`src/rtl/dcache_pkg.sv`:
```
`default_nettype none

package dcache_pkg;

  //////////////////////////////////////////////////////////////////////
  // address layout
  //////////////////////////////////////////////////////////////////////

  // block address is byte address bits 15:3
  localparam int block_bits = 13;

  // byte offset inside one 8-byte word
  localparam int offset_bits = 3;

  //////////////////////////////////////////////////////////////////////
  // widths
  //////////////////////////////////////////////////////////////////////

  // one cache line holds one data word
  typedef logic [63:0] word_t;

  // processor and memory bus byte address
  typedef logic [31:0] addr_t;

  typedef logic [block_bits-1:0] block_t;

  // zero means no tag, or request not accepted
  typedef logic [3:0] mem_tag_t;

  //////////////////////////////////////////////////////////////////////
  // memory bus
  //////////////////////////////////////////////////////////////////////

  // store is part of the bus encoding but never issued here
  typedef enum logic [1:0] {
    bus_none  = 2'd0,
    bus_load  = 2'd1,
    bus_store = 2'd2
  } bus_command_t;

endpackage

`default_nettype wire
```
`src/rtl/refill_if.sv`:
```
`timescale 1ns/1ps
`default_nettype none

interface refill_if;
  import dcache_pkg::*;

  // read miss seen by the array
  logic   lookup_miss;
  block_t lookup_block;

  // one-cycle fill pulse from the queue, always accepted
  logic   fill_valid;
  block_t fill_block;
  word_t  fill_data;

  modport array (
    output lookup_miss,
    output lookup_block,
    input  fill_valid,
    input  fill_block,
    input  fill_data
  );

  modport queue (
    input  lookup_miss,
    input  lookup_block,
    output fill_valid,
    output fill_block,
    output fill_data
  );

endinterface

`default_nettype wire

```
`src/rtl/dcache.sv`:
```
`timescale 1ns/1ps
`default_nettype none

module dcache #(
  parameter int num_ways    = 4,
  parameter int queue_depth = 4
) (
  input  logic                      clock,
  input  logic                      reset,

  // processor read port
  input  logic                      rd_en,
  input  dcache_pkg::addr_t         rd_addr,
  output dcache_pkg::word_t         rd_data,
  output logic                      rd_valid,

  // processor write port
  input  logic                      wr_en,
  input  dcache_pkg::addr_t         wr_addr,
  input  dcache_pkg::word_t         wr_data,

  // miss return
  output dcache_pkg::addr_t         rd_miss_addr,
  output dcache_pkg::word_t         rd_miss_data,
  output logic                      rd_miss_valid,

  // memory bus
  output dcache_pkg::bus_command_t  mem_command,
  output dcache_pkg::addr_t         mem_addr,
  input  dcache_pkg::mem_tag_t      mem_response,
  input  dcache_pkg::word_t         mem_rd_data,
  input  dcache_pkg::mem_tag_t      mem_rd_tag
);

  refill_if refill_i ();

  cache_array #(
    .num_ways (num_ways)
  ) array_i (
    .clock    (clock),
    .reset    (reset),
    .rd_en    (rd_en),
    .rd_addr  (rd_addr),
    .rd_data  (rd_data),
    .rd_valid (rd_valid),
    .wr_en    (wr_en),
    .wr_addr  (wr_addr),
    .wr_data  (wr_data),
    .refill   (refill_i.array)
  );

  miss_queue #(
    .queue_depth (queue_depth)
  ) queue_i (
    .clock         (clock),
    .reset         (reset),
    .mem_command   (mem_command),
    .mem_addr      (mem_addr),
    .mem_response  (mem_response),
    .mem_rd_tag    (mem_rd_tag),
    .mem_rd_data   (mem_rd_data),
    .rd_miss_addr  (rd_miss_addr),
    .rd_miss_data  (rd_miss_data),
    .rd_miss_valid (rd_miss_valid),
    .refill        (refill_i.queue)
  );

endmodule

`default_nettype wire

```
`src/rtl/miss_queue.sv`:
```
`timescale 1ns/1ps
`default_nettype none

module miss_queue #(
  parameter int queue_depth = 4
) (
  input  logic                      clock,
  input  logic                      reset,
  output dcache_pkg::bus_command_t  mem_command,
  output dcache_pkg::addr_t         mem_addr,
  input  dcache_pkg::mem_tag_t      mem_response,
  input  dcache_pkg::mem_tag_t      mem_rd_tag,
  input  dcache_pkg::word_t         mem_rd_data,
  output dcache_pkg::addr_t         rd_miss_addr,
  output dcache_pkg::word_t         rd_miss_data,
  output logic                      rd_miss_valid,
  refill_if.queue                   refill
);
  import dcache_pkg::*;

  localparam int ptr_bits = (queue_depth > 1) ? $clog2(queue_depth) : 1;

  typedef logic [ptr_bits-1:0] ptr_t;

  //////////////////////////////////////////////////////////////////////
  // queue state
  //////////////////////////////////////////////////////////////////////

  logic [queue_depth-1:0] entry_valid;
  logic [queue_depth-1:0] entry_accepted;
  block_t                 entry_block [queue_depth];
  mem_tag_t               entry_tag   [queue_depth];

  // head is the oldest entry, issue the oldest not yet accepted
  ptr_t head;
  ptr_t issue;
  ptr_t tail;

  logic pending;
  logic accept;
  logic ret_match;
  logic duplicate;
  logic full;
  logic alloc;

  // registered miss return, also the fill pulse
  logic   ret_valid;
  block_t ret_block;
  word_t  ret_data;

  function automatic ptr_t next_ptr(input ptr_t ptr);
    return (ptr == ptr_t'(queue_depth - 1)) ? '0 : ptr_t'(ptr + 1'b1);
  endfunction

  function automatic addr_t block_to_addr(input block_t block);
    return addr_t'({block, {offset_bits{1'b0}}});
  endfunction

  //////////////////////////////////////////////////////////////////////
  // allocation
  //////////////////////////////////////////////////////////////////////

  // merge with anything queued or returning right now
  always_comb begin
    duplicate = ret_valid && ret_block == refill.lookup_block;
    for (int i = 0; i < queue_depth; i++) begin
      if (entry_valid[i] && entry_block[i] == refill.lookup_block) begin
        duplicate = 1'b1;
      end
    end
  end

  // entries stay in order, so a valid tail slot means full
  assign full  = entry_valid[tail];
  assign alloc = refill.lookup_miss && !full && !duplicate;

  //////////////////////////////////////////////////////////////////////
  // bus issue and return
  //////////////////////////////////////////////////////////////////////

  assign pending = entry_valid[issue] && !entry_accepted[issue];
  assign accept  = pending && mem_response != '0;

  assign mem_command = pending ? bus_load : bus_none;
  assign mem_addr    = pending ? block_to_addr(entry_block[issue]) : '0;

  // returns come back in acceptance order, so only the head can match
  assign ret_match = entry_valid[head] && entry_accepted[head] &&
                     mem_rd_tag != '0 && mem_rd_tag == entry_tag[head];

  assign rd_miss_valid = ret_valid;
  assign rd_miss_addr  = block_to_addr(ret_block);
  assign rd_miss_data  = ret_data;

  assign refill.fill_valid = ret_valid;
  assign refill.fill_block = ret_block;
  assign refill.fill_data  = ret_data;

  //////////////////////////////////////////////////////////////////////
  // control registers
  //////////////////////////////////////////////////////////////////////

  always_ff @(posedge clock) begin
    if (reset) begin
      entry_valid    <= '0;
      entry_accepted <= '0;
      head           <= '0;
      issue          <= '0;
      tail           <= '0;
      ret_valid      <= 1'b0;
    end else begin
      if (alloc) begin
        entry_valid[tail]    <= 1'b1;
        entry_accepted[tail] <= 1'b0;
        tail                 <= next_ptr(tail);
      end
      if (accept) begin
        entry_accepted[issue] <= 1'b1;
        issue                 <= next_ptr(issue);
      end
      // retire the head as its data is registered
      if (ret_match) begin
        entry_valid[head] <= 1'b0;
        head              <= next_ptr(head);
      end
      ret_valid <= ret_match;
    end
  end

  // payload
  always_ff @(posedge clock) begin
    if (alloc) begin
      entry_block[tail] <= refill.lookup_block;
    end
    if (accept) begin
      entry_tag[issue] <= mem_response;
    end
    if (ret_match) begin
      ret_block <= entry_block[head];
      ret_data  <= mem_rd_data;
    end
  end

endmodule

`default_nettype wire

```
`src/rtl/cache_array.sv`:
```
`timescale 1ns/1ps
`default_nettype none

module cache_array #(
  parameter int num_ways = 4
) (
  input  logic              clock,
  input  logic              reset,
  input  logic              rd_en,
  input  dcache_pkg::addr_t rd_addr,
  output dcache_pkg::word_t rd_data,
  output logic              rd_valid,
  input  logic              wr_en,
  input  dcache_pkg::addr_t wr_addr,
  input  dcache_pkg::word_t wr_data,
  refill_if.array           refill
);
  import dcache_pkg::*;

  localparam int num_sets   = 32 / num_ways;
  localparam int index_bits = $clog2(num_sets);
  localparam int tag_bits   = block_bits - index_bits;
  localparam int way_bits   = (num_ways > 1) ? $clog2(num_ways) : 1;

  typedef logic [index_bits-1:0] index_t;
  typedef logic [tag_bits-1:0]   tag_t;
  typedef logic [way_bits-1:0]   way_t;

  //////////////////////////////////////////////////////////////////////
  // storage
  //////////////////////////////////////////////////////////////////////

  logic [num_ways-1:0] line_valid [num_sets];
  tag_t                line_tag   [num_sets][num_ways];
  word_t               line_data  [num_sets][num_ways];
  // next way to replace in each set
  way_t                victim     [num_sets];

  block_t rd_block;
  block_t wr_block;
  index_t rd_index;
  index_t wr_index;
  index_t fill_index;
  tag_t   rd_tag;
  tag_t   wr_tag;
  tag_t   fill_tag;

  logic              rd_hit;
  way_t              rd_way;
  logic              wr_hit;
  way_t              wr_hit_way;
  way_t              wr_way;
  logic [way_bits:0] fill_probe;
  logic              fill_hit;
  logic              fill_en;
  way_t              fill_way;

  // returns {hit, way} for one set
  function automatic logic [way_bits:0] probe(input index_t idx, input tag_t tag);
    logic hit;
    way_t way;
    hit = 1'b0;
    way = '0;
    for (int w = 0; w < num_ways; w++) begin
      if (!hit && line_valid[idx][w] && line_tag[idx][w] == tag) begin
        hit = 1'b1;
        way = way_t'(w);
      end
    end
    return {hit, way};
  endfunction

  function automatic way_t next_way(input way_t way);
    return (way == way_t'(num_ways - 1)) ? '0 : way_t'(way + 1'b1);
  endfunction

  assign rd_block   = rd_addr[offset_bits +: block_bits];
  assign wr_block   = wr_addr[offset_bits +: block_bits];
  assign rd_index   = rd_block[index_bits-1:0];
  assign rd_tag     = rd_block[block_bits-1:index_bits];
  assign wr_index   = wr_block[index_bits-1:0];
  assign wr_tag     = wr_block[block_bits-1:index_bits];
  assign fill_index = refill.fill_block[index_bits-1:0];
  assign fill_tag   = refill.fill_block[block_bits-1:index_bits];

  //////////////////////////////////////////////////////////////////////
  // lookup
  //////////////////////////////////////////////////////////////////////

  always_comb begin
    {rd_hit, rd_way}     = probe(rd_index, rd_tag);
    {wr_hit, wr_hit_way} = probe(wr_index, wr_tag);
    fill_probe           = probe(fill_index, fill_tag);
  end

  assign rd_valid = rd_en && rd_hit;
  assign rd_data  = rd_hit ? line_data[rd_index][rd_way] : '0;

  assign refill.lookup_miss  = rd_en && !rd_hit;
  assign refill.lookup_block = rd_block;

  // write allocates at the victim on a miss
  assign wr_way = wr_hit ? wr_hit_way : victim[wr_index];

  // fill loses to a present block or a write into the same set
  assign fill_hit = fill_probe[way_bits];
  assign fill_en  = refill.fill_valid && !fill_hit && !(wr_en && wr_index == fill_index);
  assign fill_way = victim[fill_index];

  //////////////////////////////////////////////////////////////////////
  // update
  //////////////////////////////////////////////////////////////////////

  always_ff @(posedge clock) begin
    if (reset) begin
      for (int s = 0; s < num_sets; s++) begin
        line_valid[s] <= '0;
        victim[s]     <= '0;
      end
    end else begin
      if (wr_en) begin
        line_valid[wr_index][wr_way] <= 1'b1;
        if (!wr_hit) begin
          victim[wr_index] <= next_way(victim[wr_index]);
        end
      end
      if (fill_en) begin
        line_valid[fill_index][fill_way] <= 1'b1;
        victim[fill_index]               <= next_way(fill_way);
      end
    end
  end

  always_ff @(posedge clock) begin
    if (wr_en) begin
      line_tag[wr_index][wr_way]  <= wr_tag;
      line_data[wr_index][wr_way] <= wr_data;
    end
    if (fill_en) begin
      line_tag[fill_index][fill_way]  <= fill_tag;
      line_data[fill_index][fill_way] <= refill.fill_data;
    end
  end

endmodule

`default_nettype wire

```
`config.mk`:
```
export PLATFORM = sky130hd
export DESIGN_NAME = dcache
export DESIGN_NICKNAME = d
export VERILOG_FILES = /design/src/rtl/dcache_pkg.sv /design/src/rtl/refill_if.sv /design/src/rtl/dcache.sv /design/src/rtl/miss_queue.sv /design/src/rtl/cache_array.sv
export SDC_FILE = /design/constraint.sdc
export NUM_CORES = 2
export LEC_CHECK = 0
export BUFFER_PORTS_ARGS = -buffer_cell sky130_fd_sc_hd__buf_2
export CAP_MARGIN = 20
export CORE_MARGIN = 2
export CORE_UTILIZATION = 39
export DETAILED_ROUTE_END_ITERATION = 6
export PLACE_DENSITY = 0.64
export SETUP_SLACK_MARGIN = 0.02
export SYNTH_ARGS = -nofsm -noshare
export SYNTH_HDL_FRONTEND = slang
export SYNTH_SLANG_ARGS = --single-unit
export TNS_END_PERCENT = 30
```
`constraint.sdc`:
```
create_clock -name clock -period 12.9 [get_ports clock]
set_input_delay 1.29 -clock clock [delete_from_list [all_inputs] [get_ports clock]]
set_output_delay 1.29 -clock clock [all_outputs]
set_load 0.02 [all_outputs]
```
==> impl_metrics.csv <==
group,metric,value,unit
sta,fin_setup_tns,0,ns
power,switchingPower,4.45,mW
global_routing,grt_pass1_wl,668000,um
yosys,ys_types,86,
critical_path,max_stage_delay,0.90,ns
critical_path,path_max_fanout,58,
yosys,yosys.area_share.adder,0.00143,
cells_and_area,fin_area,154000,um^2
critical_path,critical_path_arrival,7.68,ns
yosys,muxShareOfSynthArea,0.347,
place,port_buffers,322,
yosys,synth_seq_cells,2580,
clock_tree,cts_resized,0,
critical_path,critPathKind,"primary input to primary output",
sta,period_needed,8.97,ns
yosys,synth_area,140000,um^2
sta,fin_skew,0.0613,ns
flow_run,maxCapViolCount,0,
floorplanning,dieArea,364000,um^2
global_routing,antenna_found_initial,47,
floorplanning,fp-row-count,219,
critical_path,required,11.61,ns
clock_tree,cts_num_sinks,2580,
power,ir_drop,0.101,mV
sta,maxSlewHeadroom,0.129,
clock_tree,clock_latency,0.94,ns
power,p_int,14.9,mW
drt,dr.pass1.iters,7,
clock_tree,postCtsSetupBuffers,0,
place,routabilityCongestion,0.973,
global_routing,grt_use_total,0.258,
critical_path,reg2reg_to,"array_i.line_data[3][31]",
critical_path,worst_setup_path_start_kind,"primary input",
yosys,synthSimpleGateAreaFrac,0.0190,
critical_path,path_delay_family,"buffers and inverters",
critical_path,path_cells,"buf_8, buf_4, buf_4, mux2i_1, a22oi_1, nand2_1, xor2_1, and4_1, a31oi_4, buf_4, nand2_4, o221ai_1, nand2_1, buf_2",
critical_path,critical_path.slowest_cell,"buf_4",
critical_path,r2r_slack,5.35,ns
min_path,min_path_type,"flop to flop",
power,p_comb_frac,0.077,
cells_and_area,drive_gt1_frac,0.485,
critical_path,critPathMostFrequentCell,"buf_4",
clock_tree,clk_path_buf_depth,4,
critical_path,crit_cells,14,
power,power_frac_seq,0.485,
critical_path,path_buf_inv,5,
min_path,min_from,"array_i.line_valid[5][2]",
floorplanning,die_x,603,um
power,clock_power_share,0.438,
drt,drtAntennaViolNets,0,
yosys,yosysSeqAreaShare,0.550,
sta,setup_viol,0,
power,sw_frac_of_total,0.231,
clock_tree,cts_tree,"yes",
yosys,synth_edf_count,2529,
global_routing,grt_pass1_vias,84900,
outcome,status,"finished clean",
clock_tree,ctsHtreeMaxLevel,5,
floorplanning,core,356000,um^2
critical_path,r2r-start,"queue_i.refill.fill_block[1]",
sta,fmax,111,MHz
floorplanning,die_h,603,um
critical_path,critPathCaptureType,"primary output",
yosys,synth_xor_area_frac,0.0115,
min_path,min_to,"array_i.line_valid[5][2]",
min_path,holdPathStages,2,
power,power_leakage,51.3,nW
yosys,syn_area_per_cell,16.5,um^2
yosys,synth_top_family_by_area,"multiplexers",
clock_tree,numCtsBuffers,306,
yosys,synthCells,8476,
global_routing,grt-ovfl-total,0,
power,powerDensity,125,nW/um^2
yosys,async_flop_share,0,
drt,drtIter0Drc,11700,
sta,slew_violations,0,
power,power,19.3,mW
sta,grt_setup_unrepaired,"no",
sta,finalHoldViolCount,0,
global_routing,grt_max_degree,111,
place,place_area,144000,um^2
yosys,synth_compound_area_frac,0.0297,
drt,routed_wl,482000,um
clock_tree,cts_hold_buf,0,
critical_path,reg2reg_depth,12,
yosys,ys.flop_type,"edfxtp_1",
place,dp_hpwl,262000,um
drt,wl_per_cell,36.3,um
drt,via_count,84400,
cells_and_area,area_growth,10.4,%
clock_tree,path_clk_slew,0.06,ns
yosys,synth_warnings,0,
sta,worst_pin_slew,1.31,ns
clock_tree,root_buffer,"clkbuf_16",
drt,remaining_drc_errors,0,
floorplanning,start_util,0.393,
cells_and_area,fin_nets,8494,
drt,routed_via_density,6.36,
sta,period_share,0.695,
floorplanning,io_pins,400,
## sequential cells by signal (all words and copies together), names as in the netlist, named ones only
signal,count
queue_i.entry_accepted,4
queue_i.rd_miss_data,64
queue_i.rd_miss_valid,1
queue_i.entry_tag,16
array_i.line_data,2048
queue_i.entry_valid,4
queue_i.head,2
array_i.line_valid,32
queue_i.tail,2
array_i.victim,16
queue_i.refill.fill_block,13
array_i.line_tag,320
queue_i.issue,2
queue_i.entry_block,52
## cell families (layout without fill, tap and decap cells)
| kind of cell | after synthesis | after routing |
|---|---|---|
| muxes | 3474 | 3474 |
| DFF | 2580 | 2580 |
| buffers and inverters | 1157 | 1154 |
| AOI/OAI and AO/OA | 565 | 565 |
| and+or+nand+nor | 499 | 499 |
| xor gates and xnor gates | 184 | 184 |
| adders and majority gates | 16 | 16 |
| other | 1 | 56 |
## worst max path at each step
stage                  startpoint                      to  slack, ns
finish                 rd_addr[5]             rd_data[37]       3.93
global route           rd_addr[3]             rd_data[21]       3.83
CTS                    rd_addr[5]             rd_data[46]       3.96
detailed placement     rd_addr[3]             rd_data[46]       3.98
global placement       rd_addr[3]             rd_data[46]       3.98
floorplan           mem_rd_tag[3]  queue_i.entry_valid[0]       2.40
## cells in the mapped netlist, types with 7 or more instances
cell | instances | area, um^2
nor2_1 | 55 | 206
ha_1 | 16 | 200
xnor2_1 | 120 | 1050
o2bb2ai_1 | 11 | 96.3
nor4_1 | 24 | 150
or2_1 | 15 | 93.8
buf_6 | 91 | 1020
and4_1 | 23 | 201
a22o_1 | 10 | 87.6
and3_1 | 24 | 150
mux2_4 | 518 | 7780
a31oi_1 | 18 | 113
a21oi_1 | 73 | 365
nor3_1 | 22 | 110
o211ai_1 | 7 | 52.6
or2_2 | 8 | 50.1
o22ai_1 | 29 | 181
a22oi_1 | 51 | 383
a221oi_1 | 67 | 587
buf_2 | 243 | 1220
edfxtp_1 | 2529 | 75900
nand3_1 | 30 | 150
nand2b_1 | 50 | 313
mux2i_1 | 241 | 2410
a221o_1 | 29 | 290
mux2_1 | 181 | 2040
and2_1 | 15 | 93.8
nand2_1 | 148 | 556
buf_4 | 126 | 946
nand4_1 | 34 | 213
clkbuf_1 | 615 | 2310
dfxtp_1 | 51 | 1020
mux2_2 | 1844 | 20800
o221ai_1 | 69 | 604
o32ai_1 | 9 | 78.8
buf_1 | 36 | 135
inv_1 | 38 | 143
mux4_2 | 690 | 15500
o21ai_1 | 21 | 105
nor2b_1 | 30 | 188
a32o_1 | 10 | 100
a211oi_1 | 11 | 82.6
o31a_1 | 18 | 158
xor2_1 | 64 | 561
o21ai_0 | 91 | 455
## per-stage QoR
| step | util | hold slack (ns) | worst slack, ns | std cells |
|---|---|---|---|---|
| floorplan | - | 0.457 | 2.40 | 8514 |
| global placement | 0.404 | 0.478 | 3.98 | 12700 |
| detailed placement | 0.404 | 0.492 | 3.98 | 12700 |
| CTS | 0.431 | 0.462 | 3.96 | 13200 |
| global route | 0.433 | 0.500 | 3.83 | 13300 |
| finish | 0.433 | 0.511 | 3.93 | 13300 |
## per-layer routing
layer  wire (um)  vias to the layer above  global-route usage
met2      225000                     5151               0.415
li1            -                    33300                   -
met5         197                        -                   0
met4       25600                       28               0.118
met3       46700                     1312              0.0527
met1      185000                    44600               0.336
## power groups by stage
stage / combinational [mW] / clock (mW) / sequential [mW]
after detailed placement: 1.46 / 0 / 9.54
final: 1.49 / 8.47 / 9.36
after global placement: 1.42 / 0 / 9.53
after CTS: 1.46 / 8.56 / 9.36
after floorplan: 1.08 / 0 / 9.52
after global routing: 1.56 / 8.87 / 9.37
## worst min-delay path, cell delays in order (launching register included)
cell and delay, ns:
dfxtp_1 0.33, inv_1 0.06, a31oi_1 0.06
## cell type report
class                           instances  area (um^2)
Multi-Input combinational cell       4777        57600
Timing Repair Buffer                  564         4220
Tap cell                             4751         5940
Antenna cell                           17         42.5
Clock inverter                        166         1380
Sequential cell                      2580        77000
Fill cell                           31200       202000
Inverter                               45          174
Clock buffer                          379         8140
## cells in the final DEF (no fill, tap or decap), drive strengths merged, types with 74 or more instances in the layout
cell    count
mux2     2543
edfxtp   2529
mux4      690
buf       564
clkbuf    379
mux2i     241
nand2     148
clkinv    123
xnor2     120
o21ai     112
a21oi      74
(Power assumes the default switching activity.)
